File: config.mk
export PLATFORM = sky130hd
export DESIGN_NAME = gpmc_async
export DESIGN_NICKNAME = d
export VERILOG_FILES = /design/src/verilog/gpmc_pkg.sv /design/src/verilog/fifo_buffer.sv /design/src/verilog/frame_counter.sv /design/src/verilog/gpmc_async.sv /design/src/verilog/gpmc_read_port.sv /design/src/verilog/gpmc_write_ctrl.sv /design/src/verilog/packet_watcher.sv
export SDC_FILE = /design/constraint.sdc
export NUM_CORES = 2
export LEC_CHECK = 0
export CAP_MARGIN = 20
export CELL_PAD_IN_SITES_DETAIL_PLACEMENT = 0
export CELL_PAD_IN_SITES_GLOBAL_PLACEMENT = 1
export CORE_AREA = 2 2 465 375
export DETAILED_ROUTE_END_ITERATION = 10
export DIE_AREA = 0 0 467 377
export DONT_BUFFER_PORTS = 1
export PLACE_DENSITY_LB_ADDON = 0.2
export SYNTH_ARGS = -nofsm -noshare
export SYNTH_HDL_FRONTEND = slang
export SYNTH_SLANG_ARGS = --single-unit
File: constraint.sdc
create_clock -name fifo_clk -period 6 [get_ports fifo_clk]
set_clock_uncertainty 0.1 [all_clocks]
set_input_delay 1.2 -clock fifo_clk [delete_from_list [all_inputs] [get_ports fifo_clk]]
set_output_delay 1.2 -clock fifo_clk [all_outputs]
set_load 0.02 [all_outputs]
File: src/verilog/gpmc_pkg.sv
// GPMC bridge shared widths, frame flag positions and FSM state types
`default_nettype none

package gpmc_pkg;

   // Host bus word and framed stream word
   localparam int WORD_W  = 16;
   localparam int FRAME_W = 18;

   // Frame flags sit above the data bits
   localparam int SOF_BIT = 16;
   localparam int EOF_BIT = 17;

   // Frame lengths and buffer space counts
   localparam int LEN_W = 16;

   // Host write controller
   typedef enum logic [1:0] {
      WR_IDLE,
      WR_STROBE,
      WR_PUSH,
      WR_DROP
   } wr_state_e;

   // Host read port
   typedef enum logic [1:0] {
      RD_IDLE,
      RD_ACTIVE,
      RD_POP
   } rd_state_e;

endpackage

`default_nettype wire

File: src/verilog/fifo_buffer.sv
// Register-array FIFO with first-word-fall-through output and free-space count
`default_nettype none

module fifo_buffer import gpmc_pkg::*; #(
   parameter int WIDTH = FRAME_W,
   parameter int AW    = 6
) (
   input  wire              fifo_clk,
   input  wire              arst_n_i,
   input  wire              clear_i,
   input  wire              wr_i,
   input  wire  [WIDTH-1:0] wdata_i,
   input  wire              rd_i,
   output logic [WIDTH-1:0] rdata_o,
   output logic             full_o,
   output logic             empty_o,
   output logic [LEN_W-1:0] space_o
);

   localparam int DEPTH = 1 << AW;

   logic [WIDTH-1:0] mem [DEPTH];
   logic [AW-1:0]    wr_ptr;
   logic [AW-1:0]    rd_ptr;
   logic [AW:0]      count;
   logic             do_wr;
   logic             do_rd;

   // Strobes into a full or empty buffer are ignored
   assign do_wr = wr_i && !full_o;
   assign do_rd = rd_i && !empty_o;

   always_ff @(posedge fifo_clk or negedge arst_n_i) begin
      if (!arst_n_i) begin
         wr_ptr <= '0;
         rd_ptr <= '0;
         count  <= '0;
      end else if (clear_i) begin
         wr_ptr <= '0;
         rd_ptr <= '0;
         count  <= '0;
      end else begin
         if (do_wr) begin
            wr_ptr <= wr_ptr + 1'b1;
         end
         if (do_rd) begin
            rd_ptr <= rd_ptr + 1'b1;
         end
         case ({do_wr, do_rd})
            2'b10:   count <= count + 1'b1;
            2'b01:   count <= count - 1'b1;
            default: count <= count;
         endcase
      end
   end

   always_ff @(posedge fifo_clk) begin
      if (do_wr) begin
         mem[wr_ptr] <= wdata_i;
      end
   end

   // Head word is visible as soon as it is written
   assign rdata_o = mem[rd_ptr];

   // Count tops out at DEPTH, so its MSB alone means full
   assign full_o  = count[AW];
   assign empty_o = (count == '0);
   assign space_o = LEN_W'(DEPTH) - LEN_W'(count);

endmodule

`default_nettype wire

File: src/verilog/frame_counter.sv
// TX word counter that marks the first and last word of each frame
`default_nettype none

module frame_counter import gpmc_pkg::*; (
   input  wire             fifo_clk,
   input  wire             arst_n_i,
   input  wire             clear_i,
   input  wire             advance_i,
   input  wire [LEN_W-1:0] frame_len_i,
   output logic            sof_o,
   output logic            eof_o
);

   logic [LEN_W-1:0] count;
   logic [LEN_W-1:0] last_idx;

   // A zero length acts as a one-word frame
   assign last_idx = (frame_len_i == '0) ? '0 : frame_len_i - 1'b1;

   assign sof_o = (count == '0);

   // Greater-or-equal so a shortened length still closes the frame
   assign eof_o = (count >= last_idx);

   always_ff @(posedge fifo_clk or negedge arst_n_i) begin
      if (!arst_n_i) begin
         count <= '0;
      end else if (clear_i) begin
         count <= '0;
      end else if (advance_i) begin
         if (eof_o) begin
            count <= '0;
         end else begin
            count <= count + 1'b1;
         end
      end
   end

endmodule

`default_nettype wire

File: src/verilog/gpmc_async.sv
// GPMC chip select 4 bridge between the async host bus and framed fifo_clk streams
`default_nettype none

module gpmc_async import gpmc_pkg::*; #(
   parameter int TX_FIFO_AW  = 6,
   parameter int RX_FIFO_AW  = 6,
   parameter int LEN_FIFO_AW = 3
) (
   input  wire                fifo_clk,
   input  wire                arst_n_i,

   // Host bus
   input  wire  [WORD_W-1:0]  em_d_i,
   input  wire                em_ncs4_i,
   input  wire                em_nwe_i,
   input  wire                em_noe_i,
   output logic [WORD_W-1:0]  em_d_o,
   output logic               em_d_oe_o,

   // Control
   input  wire                clear_tx_i,
   input  wire                clear_rx_i,
   input  wire  [LEN_W-1:0]   tx_frame_len_i,

   // TX stream
   output logic [FRAME_W-1:0] tx_data_o,
   output logic               tx_src_rdy_o,
   input  wire                tx_dst_rdy_i,

   // RX stream
   input  wire  [FRAME_W-1:0] rx_data_i,
   input  wire                rx_src_rdy_i,
   output logic               rx_dst_rdy_o,

   // Status
   output logic               tx_have_space_o,
   output logic               rx_have_data_o,
   output logic [LEN_W-1:0]   rx_frame_len_o,
   output logic               bus_error_o
);

   logic               tx_wr;
   logic [FRAME_W-1:0] tx_wdata;
   logic               tx_full;
   logic               tx_empty;
   logic [LEN_W-1:0]   tx_space;
   logic               tx_rd;
   logic               tx_error;

   logic               rx_wr;
   logic [FRAME_W-1:0] rx_rdata;
   logic               rx_full;
   logic               rx_empty;
   logic               rx_rd;
   logic               rx_error;

   ////////////////////////////////////////////////////////////
   // TX path: host writes into the framed stream

   gpmc_write_ctrl u_write_ctrl (
      .fifo_clk       (fifo_clk),
      .arst_n_i       (arst_n_i),
      .clear_i        (clear_tx_i),
      .em_d_i         (em_d_i),
      .em_ncs4_i      (em_ncs4_i),
      .em_nwe_i       (em_nwe_i),
      .tx_frame_len_i (tx_frame_len_i),
      .fifo_full_i    (tx_full),
      .fifo_space_i   (tx_space),
      .fifo_wr_o      (tx_wr),
      .fifo_data_o    (tx_wdata),
      .have_space_o   (tx_have_space_o),
      .error_o        (tx_error)
   );

   fifo_buffer #(
      .WIDTH (FRAME_W),
      .AW    (TX_FIFO_AW)
   ) tx_fifo (
      .fifo_clk (fifo_clk),
      .arst_n_i (arst_n_i),
      .clear_i  (clear_tx_i),
      .wr_i     (tx_wr),
      .wdata_i  (tx_wdata),
      .rd_i     (tx_rd),
      .rdata_o  (tx_data_o),
      .full_o   (tx_full),
      .empty_o  (tx_empty),
      .space_o  (tx_space)
   );

   assign tx_src_rdy_o = !tx_empty;
   assign tx_rd        = tx_src_rdy_o && tx_dst_rdy_i;

   ////////////////////////////////////////////////////////////
   // RX path: framed stream out to host reads

   assign rx_dst_rdy_o = !rx_full;
   assign rx_wr        = rx_src_rdy_i && rx_dst_rdy_o;

   fifo_buffer #(
      .WIDTH (FRAME_W),
      .AW    (RX_FIFO_AW)
   ) rx_fifo (
      .fifo_clk (fifo_clk),
      .arst_n_i (arst_n_i),
      .clear_i  (clear_rx_i),
      .wr_i     (rx_wr),
      .wdata_i  (rx_data_i),
      .rd_i     (rx_rd),
      .rdata_o  (rx_rdata),
      .full_o   (rx_full),
      .empty_o  (rx_empty),
      .space_o  ()
   );

   gpmc_read_port u_read_port (
      .fifo_clk     (fifo_clk),
      .arst_n_i     (arst_n_i),
      .clear_i      (clear_rx_i),
      .em_ncs4_i    (em_ncs4_i),
      .em_noe_i     (em_noe_i),
      .fifo_data_i  (rx_rdata[WORD_W-1:0]),
      .fifo_empty_i (rx_empty),
      .em_d_o       (em_d_o),
      .em_d_oe_o    (em_d_oe_o),
      .fifo_rd_o    (rx_rd),
      .error_o      (rx_error)
   );

   // Watches both ends of the RX buffer
   packet_watcher #(
      .AW     (RX_FIFO_AW),
      .LEN_AW (LEN_FIFO_AW)
   ) u_packet_watcher (
      .fifo_clk      (fifo_clk),
      .arst_n_i      (arst_n_i),
      .clear_i       (clear_rx_i),
      .in_accept_i   (rx_wr),
      .in_eof_i      (rx_data_i[EOF_BIT]),
      .out_pop_i     (rx_rd),
      .out_eof_i     (rx_rdata[EOF_BIT]),
      .have_packet_o (rx_have_data_o),
      .length_o      (rx_frame_len_o)
   );

   // Both flags are sticky in their own side
   assign bus_error_o = tx_error || rx_error;

endmodule

`default_nettype wire

File: src/verilog/gpmc_read_port.sv
// Host read port: drives the RX head word and pops it on each released output enable
`default_nettype none

module gpmc_read_port import gpmc_pkg::*; (
   input  wire               fifo_clk,
   input  wire               arst_n_i,
   input  wire               clear_i,
   input  wire               em_ncs4_i,
   input  wire               em_noe_i,
   input  wire  [WORD_W-1:0] fifo_data_i,
   input  wire               fifo_empty_i,
   output logic [WORD_W-1:0] em_d_o,
   output logic              em_d_oe_o,
   output logic              fifo_rd_o,
   output logic              error_o
);

   logic [1:0] ncs_sync;
   logic [1:0] noe_sync;
   logic       ncs_low;
   logic       noe_high;
   rd_state_e  state;
   rd_state_e  state_nxt;

   // Pin drive follows the raw strobes, no clock involved
   assign em_d_oe_o = !em_ncs4_i && !em_noe_i;
   assign em_d_o    = fifo_data_i;

   always_ff @(posedge fifo_clk or negedge arst_n_i) begin
      if (!arst_n_i) begin
         ncs_sync <= 2'b11;
         noe_sync <= 2'b11;
      end else begin
         ncs_sync <= {ncs_sync[0], em_ncs4_i};
         noe_sync <= {noe_sync[0], em_noe_i};
      end
   end

   assign ncs_low  = !ncs_sync[1];
   assign noe_high = noe_sync[1];

   always_comb begin
      state_nxt = state;
      case (state)
         RD_IDLE: begin
            if (ncs_low && !noe_high) begin
               state_nxt = RD_ACTIVE;
            end
         end
         RD_ACTIVE: begin
            if (noe_high) begin
               state_nxt = RD_POP;
            end else if (!ncs_low) begin
               state_nxt = RD_IDLE;
            end
         end
         default: state_nxt = RD_IDLE;
      endcase
   end

   always_ff @(posedge fifo_clk or negedge arst_n_i) begin
      if (!arst_n_i) begin
         state <= RD_IDLE;
      end else begin
         state <= state_nxt;
      end
   end

   // One word per completed host read
   assign fifo_rd_o = (state == RD_POP) && !fifo_empty_i;

   // Sticky flag for reads that found nothing
   always_ff @(posedge fifo_clk or negedge arst_n_i) begin
      if (!arst_n_i) begin
         error_o <= 1'b0;
      end else if (clear_i) begin
         error_o <= 1'b0;
      end else if (state == RD_POP && fifo_empty_i) begin
         error_o <= 1'b1;
      end
   end

endmodule

`default_nettype wire

File: src/verilog/gpmc_write_ctrl.sv
// Host write controller: strobe sync, data capture and tagged push into the TX buffer
`default_nettype none

module gpmc_write_ctrl import gpmc_pkg::*; (
   input  wire                fifo_clk,
   input  wire                arst_n_i,
   input  wire                clear_i,
   input  wire  [WORD_W-1:0]  em_d_i,
   input  wire                em_ncs4_i,
   input  wire                em_nwe_i,
   input  wire  [LEN_W-1:0]   tx_frame_len_i,
   input  wire                fifo_full_i,
   input  wire  [LEN_W-1:0]   fifo_space_i,
   output logic               fifo_wr_o,
   output logic [FRAME_W-1:0] fifo_data_o,
   output logic               have_space_o,
   output logic               error_o
);

   logic [1:0]        ncs_sync;
   logic [1:0]        nwe_sync;
   logic              ncs_low;
   logic              nwe_high;
   logic [WORD_W-1:0] data_q;
   logic              sof;
   logic              eof;
   wr_state_e         state;
   wr_state_e         state_nxt;

   ////////////////////////////////////////////////////////////
   // Strobe synchronizers

   // Pins idle high
   always_ff @(posedge fifo_clk or negedge arst_n_i) begin
      if (!arst_n_i) begin
         ncs_sync <= 2'b11;
         nwe_sync <= 2'b11;
      end else begin
         ncs_sync <= {ncs_sync[0], em_ncs4_i};
         nwe_sync <= {nwe_sync[0], em_nwe_i};
      end
   end

   assign ncs_low  = !ncs_sync[1];
   assign nwe_high = nwe_sync[1];

   ////////////////////////////////////////////////////////////
   // Write FSM

   // STROBE is held only while the chip select stays low
   always_comb begin
      state_nxt = state;
      case (state)
         WR_IDLE: begin
            if (ncs_low && !nwe_high) begin
               state_nxt = WR_STROBE;
            end
         end
         WR_STROBE: begin
            if (nwe_high) begin
               state_nxt = fifo_full_i ? WR_DROP : WR_PUSH;
            end else if (!ncs_low) begin
               state_nxt = WR_IDLE;
            end
         end
         default: state_nxt = WR_IDLE;
      endcase
   end

   always_ff @(posedge fifo_clk or negedge arst_n_i) begin
      if (!arst_n_i) begin
         state <= WR_IDLE;
      end else begin
         state <= state_nxt;
      end
   end

   // Bus data is still held by the host at the synchronized edge
   always_ff @(posedge fifo_clk) begin
      if (state == WR_STROBE && nwe_high) begin
         data_q <= em_d_i;
      end
   end

   assign fifo_wr_o = (state == WR_PUSH);

   frame_counter u_frame_counter (
      .fifo_clk    (fifo_clk),
      .arst_n_i    (arst_n_i),
      .clear_i     (clear_i),
      .advance_i   (fifo_wr_o),
      .frame_len_i (tx_frame_len_i),
      .sof_o       (sof),
      .eof_o       (eof)
   );

   always_comb begin
      fifo_data_o               = '0;
      fifo_data_o[WORD_W-1:0]   = data_q;
      fifo_data_o[SOF_BIT]      = sof;
      fifo_data_o[EOF_BIT]      = eof;
   end

   ////////////////////////////////////////////////////////////
   // Status

   always_ff @(posedge fifo_clk or negedge arst_n_i) begin
      if (!arst_n_i) begin
         have_space_o <= 1'b0;
         error_o      <= 1'b0;
      end else begin
         have_space_o <= (fifo_space_i >= tx_frame_len_i);
         if (clear_i) begin
            error_o <= 1'b0;
         end else if (state == WR_DROP) begin
            error_o <= 1'b1;
         end
      end
   end

endmodule

`default_nettype wire

File: src/verilog/packet_watcher.sv
// RX packet tracker: counts whole packets in the buffer and queues their lengths
`default_nettype none

module packet_watcher import gpmc_pkg::*; #(
   parameter int AW     = 6,
   parameter int LEN_AW = 3
) (
   input  wire              fifo_clk,
   input  wire              arst_n_i,
   input  wire              clear_i,
   input  wire              in_accept_i,
   input  wire              in_eof_i,
   input  wire              out_pop_i,
   input  wire              out_eof_i,
   output logic             have_packet_o,
   output logic [LEN_W-1:0] length_o
);

   logic [LEN_W-1:0] in_len;
   logic [LEN_W-1:0] done_len;
   logic [AW:0]      pkt_count;
   logic             pkt_in;
   logic             pkt_out;
   logic [LEN_W-1:0] head_len;
   logic             len_empty;

   assign pkt_in   = in_accept_i && in_eof_i;
   assign pkt_out  = out_pop_i && out_eof_i;
   assign done_len = in_len + 1'b1;

   // Words seen so far in the incoming packet
   always_ff @(posedge fifo_clk or negedge arst_n_i) begin
      if (!arst_n_i) begin
         in_len <= '0;
      end else if (clear_i) begin
         in_len <= '0;
      end else if (in_accept_i) begin
         in_len <= in_eof_i ? '0 : done_len;
      end
   end

   // Every packet holds at least one word, so AW+1 bits never overflow
   always_ff @(posedge fifo_clk or negedge arst_n_i) begin
      if (!arst_n_i) begin
         pkt_count <= '0;
      end else if (clear_i) begin
         pkt_count <= '0;
      end else begin
         case ({pkt_in, pkt_out})
            2'b10:   pkt_count <= pkt_count + 1'b1;
            2'b01:   pkt_count <= pkt_count - 1'b1;
            default: pkt_count <= pkt_count;
         endcase
      end
   end

   // Lengths beyond the queue depth are lost
   fifo_buffer #(
      .WIDTH (LEN_W),
      .AW    (LEN_AW)
   ) len_queue (
      .fifo_clk (fifo_clk),
      .arst_n_i (arst_n_i),
      .clear_i  (clear_i),
      .wr_i     (pkt_in),
      .wdata_i  (done_len),
      .rd_i     (pkt_out),
      .rdata_o  (head_len),
      .full_o   (),
      .empty_o  (len_empty),
      .space_o  ()
   );

   assign have_packet_o = (pkt_count != '0);
   assign length_o      = len_empty ? '0 : head_len;

endmodule

`default_nettype wire
==> summary.txt <==
Synth
  • Top FF cell, synth: edfxtp_1
  • Flop and latch count out of synthesis: 2,484
  • Synth Instances: 4,280
  • Synth cell types: 65
  • Syn_nets: 4,404
  • Yosys top cell area share: 73.56%
  • Fraction of registers with async set/reset: 4.026%
  • Register area share after synthesis: 76.13%
  • Synth area leader: edfxtp_1
  • Post-synth top cells: edfxtp_1 (2,384), mux4_2 (762), nor2_1 (242), clkbuf_1 (116), nand2_1 (97)
  • Yosys warns: 0
  • Post-synth EDFFs: 2,384
  • Avg Cell Area, Syn: 22.74 µm²
  • Count leader, synth: edfxtp_1
  • Top area cells in the synthesized netlist: edfxtp_1 (74%), mux4_2 (18%), dfrtp_1 (2.4%), nor2_1 (0.93%), ha_1 (0.78%)
  • Mapped Area: 0.09733 mm²

Clock tree
  • Setup Fix Bufs, Post-CTS: 0
  • Clk buf depth: 3
  • CTS tree: built
  • Root buffer cell: clkbuf_16
  • Clk slew on worst S/H paths: 0.06 ns
  • Clock sinks: 2,484
  • Skew-Pair Late Insertion Delay: 0.86 ns
  • TritonCTS buffer count: 228
  • Htree depth: 4

Detailed routing
  • Drt total wl: 221,500 µm
  • Routed Antenna Nets: 0
  • Via/cell ratio: 6.483
  • Wire per inst: 31.71 µm
  • Residual DRC: 0
  • DRT Pass-1 Iters: 5
  • Max Used Layer: met5
  • Metal3 WL: 22,800 µm
  • 1st-iter DRT viols: 6,415
  • Met1 WL: 94,090 µm
  • Routed wl met2: 100,700 µm
  • Via Count: 45,270

Global route
  • Largest net degree at the start of global routing: 95
  • Initial antenna violation count: 19
  • GR Util All Layers: 25.66%
  • First-pass GRT wire length: 321,200 µm
  • Number of global-route vias before repair: 44,830
  • Congestion Overflow GR: 0

Power and ir drop
  • Max VDD drop: 337.9 µV
  • Cell area power density: 342.5 mW/mm²
  • P_leak: 34.09 nW

Timing
  • Final setup margin: 0.4126 ns
  • Worst-margin pin slew: 1.096 ns
  • Unrepaired setup endpoints after global routing: false
  • Final period utilization: 93.12%
  • Final hold vios: 0
  • Final min period: 5.587 ns
  • Final Max Tran Viols: 0
  • Slew headroom: 26.60%
  • Setup violators final: 0
  • Fmax: 0.1790 GHz
  • Setup_tns: 0 ns

Critical path
  • R2R Path Start: rx_fifo.rd_ptr[0]$_DFFE_PN0P_
  • Worst path required time: 4.70 ns
  • R2R setup slack: 1.01 ns
  • CP arrival: 4.29 ns
  • Startpoint Class: flip-flop
  • Crit path launch: rx_fifo.rd_ptr[0]$_DFFE_PN0P_
  • Worst Path Max Fanout: 28
  • Worst r2r path cells: 15
  • WS Path Type: reg -> out
  • RR Endpoint: u_packet_watcher.pkt_count[6]$_DFFE_PN0P_
  • CP Capture Type: primary output
  • CP Capture Point: em_d_o[9]

Floorplanning
  • Die ar.: 0.1761 mm²
  • Core ar.: 0.1710 mm²
  • Die height: 377 µm
  • Die width: 467 µm
  • Rows: 136
  • Initial Util: 56.91%
  • # IOs: 115

Cells and area
  • Layout Area Growth over Synthesis: 11.95%
  • Share of cells above drive strength 1: 31.03%
  • Nets: 4,639
  • Multi-input gate area: 0.02248 mm²
  • Filler cell count: 11,200
  • Reg area: 0.07413 mm²

Placement
  • Place WS: 0.7040 ns
  • Port bufs: 0
  • DP HPWL: 123,900 µm
  • Routability cong.: 0.8031

Outcome
  • Outcome: finished, final reports clean

Run
  • Max cap viols: 0

Hold path
  • Hold Crit Class: in -> async
==> how the worst min path moves through the flow <==
stage                                 startpoint                            endpoint
2_1_floorplan  u_read_port.ncs_sync[0]$_DFF_PN1_   u_read_port.ncs_sync[1]$_DFF_PN1_
3_3_place_gp   u_read_port.ncs_sync[0]$_DFF_PN1_   u_read_port.ncs_sync[1]$_DFF_PN1_
3_5_place_dp   u_read_port.noe_sync[0]$_DFF_PN1_   u_read_port.noe_sync[1]$_DFF_PN1_
4_1_cts                                 arst_n_i  u_write_ctrl.nwe_sync[1]$_DFF_PN1_
5_1_grt                                 arst_n_i  u_write_ctrl.nwe_sync[1]$_DFF_PN1_
6_report                                arst_n_i  u_write_ctrl.nwe_sync[1]$_DFF_PN1_
==> power by group <==
part	internal [mW]	switching (mW)
clock	8.03	6.26
sequential	19.0	0.181
combinational	1.89	1.92
total	28.9	8.36
==> critical path, cell delays in order, from the launching register on <==
cell and delay (ns):
dfrtp_4 0.80, buf_4 0.44, buf_12 0.30, mux4_2 0.58, mux4_2 0.62, mux4_2 0.61
==> layer usage <==
layer | global-route usage (%) | vias to the layer above
met2 | 37.12 | 2163
met1 | 40.52 | 24310
met3 | 6.101 | 257
met4 | 5.233 | 2
li1 | - | 18540
met5 | 0 | -
==> stage by stage <==
step / cell area (µm²) / total power, mW / util (%) / cells / hold slack (ns)
2_1_floorplan: 97330 / 22.27 / - / 4280 / 0.2452
3_3_place_gp: 101400 / 23.36 / 59.28 / 6552 / 0.2479
3_5_place_dp: 101500 / 23.40 / 59.35 / 6558 / 0.2507
4_1_cts: 108900 / 37.60 / 63.66 / 6976 / 0.04030
5_1_grt: 108900 / 38.48 / 63.71 / 6980 / 0.04478
6_report: 109000 / 37.31 / 63.71 / 6983 / 0.1052
==> cells in the final DEF, fill, tap and decap left out, types with 21 or more instances in the layout <==
master     count
mux4_2       762
ha_1          61
buf_12        22
nand2_1       97
clkinv_1      41
xnor2_1       41
inv_1         32
clkbuf_16    229
xor2_1        33
bufinv_16     21
nor2_1       119
clkbuf_1      57
dfrtp_1       86
edfxtp_1    2384
clkinv_2      33
a21oi_1       25
nor2_2       117
mux2i_1       34
a21o_1        26
buf_4        186
o21ai_0       22
nand3_1       39
==> cell families (layout without fill, tap and decap cells) <==
logic type	after synthesis	count (layout)	synth area share [%]
and+or+nand+nor	481	481	2.173
adders and majority gates	65	65	0.8665
xor gates and xnor gates	76	76	0.6994
DFF	2484	2484	76.13
AOI/OAI and AO/OA	133	133	0.9745
buffers and inverters	244	666	1.158
muxes	797	797	17.99
other	0	4	0
==> flip-flops by register name (all words and copies together) (netlist names), 4 cells and up <==
name / count
u_packet_watcher.len_queue.mem: 128
u_packet_watcher.pkt_count: 7
u_write_ctrl.data_q: 16
rx_fifo.count: 7
tx_fifo.count: 7
tx_fifo.rd_ptr: 6
rx_fifo.wr_ptr: 6
rx_fifo.mem: 1088
tx_fifo.wr_ptr: 6
tx_fifo.mem: 1152
u_packet_watcher.len_queue.count: 4
u_packet_watcher.in_len: 16
u_write_ctrl.u_frame_counter.count: 16
rx_fifo.rd_ptr: 6
==> area by class of cell <==
| class | count | area share, % |
|---|---|---|
| Tap cell | 2277 | 2.615 |
| Antenna cell | 4 | 0.009187 |
| Clock buffer | 295 | 5.570 |
| Clock inverter | 122 | 1.171 |
| Inverter | 33 | 0.1160 |
| Timing Repair Buffer | 216 | 1.854 |
| Sequential cell | 2484 | 68.04 |
| Multi-Input combinational cell | 1552 | 20.63 |
==> timing repair <==
action                    4_1_cts  5_1_grt
resized for setup               0        0
hold buffers                    1        0
hold endpoints to repair       94        0
No activity file was read; power rests on OpenSTA's default activity.
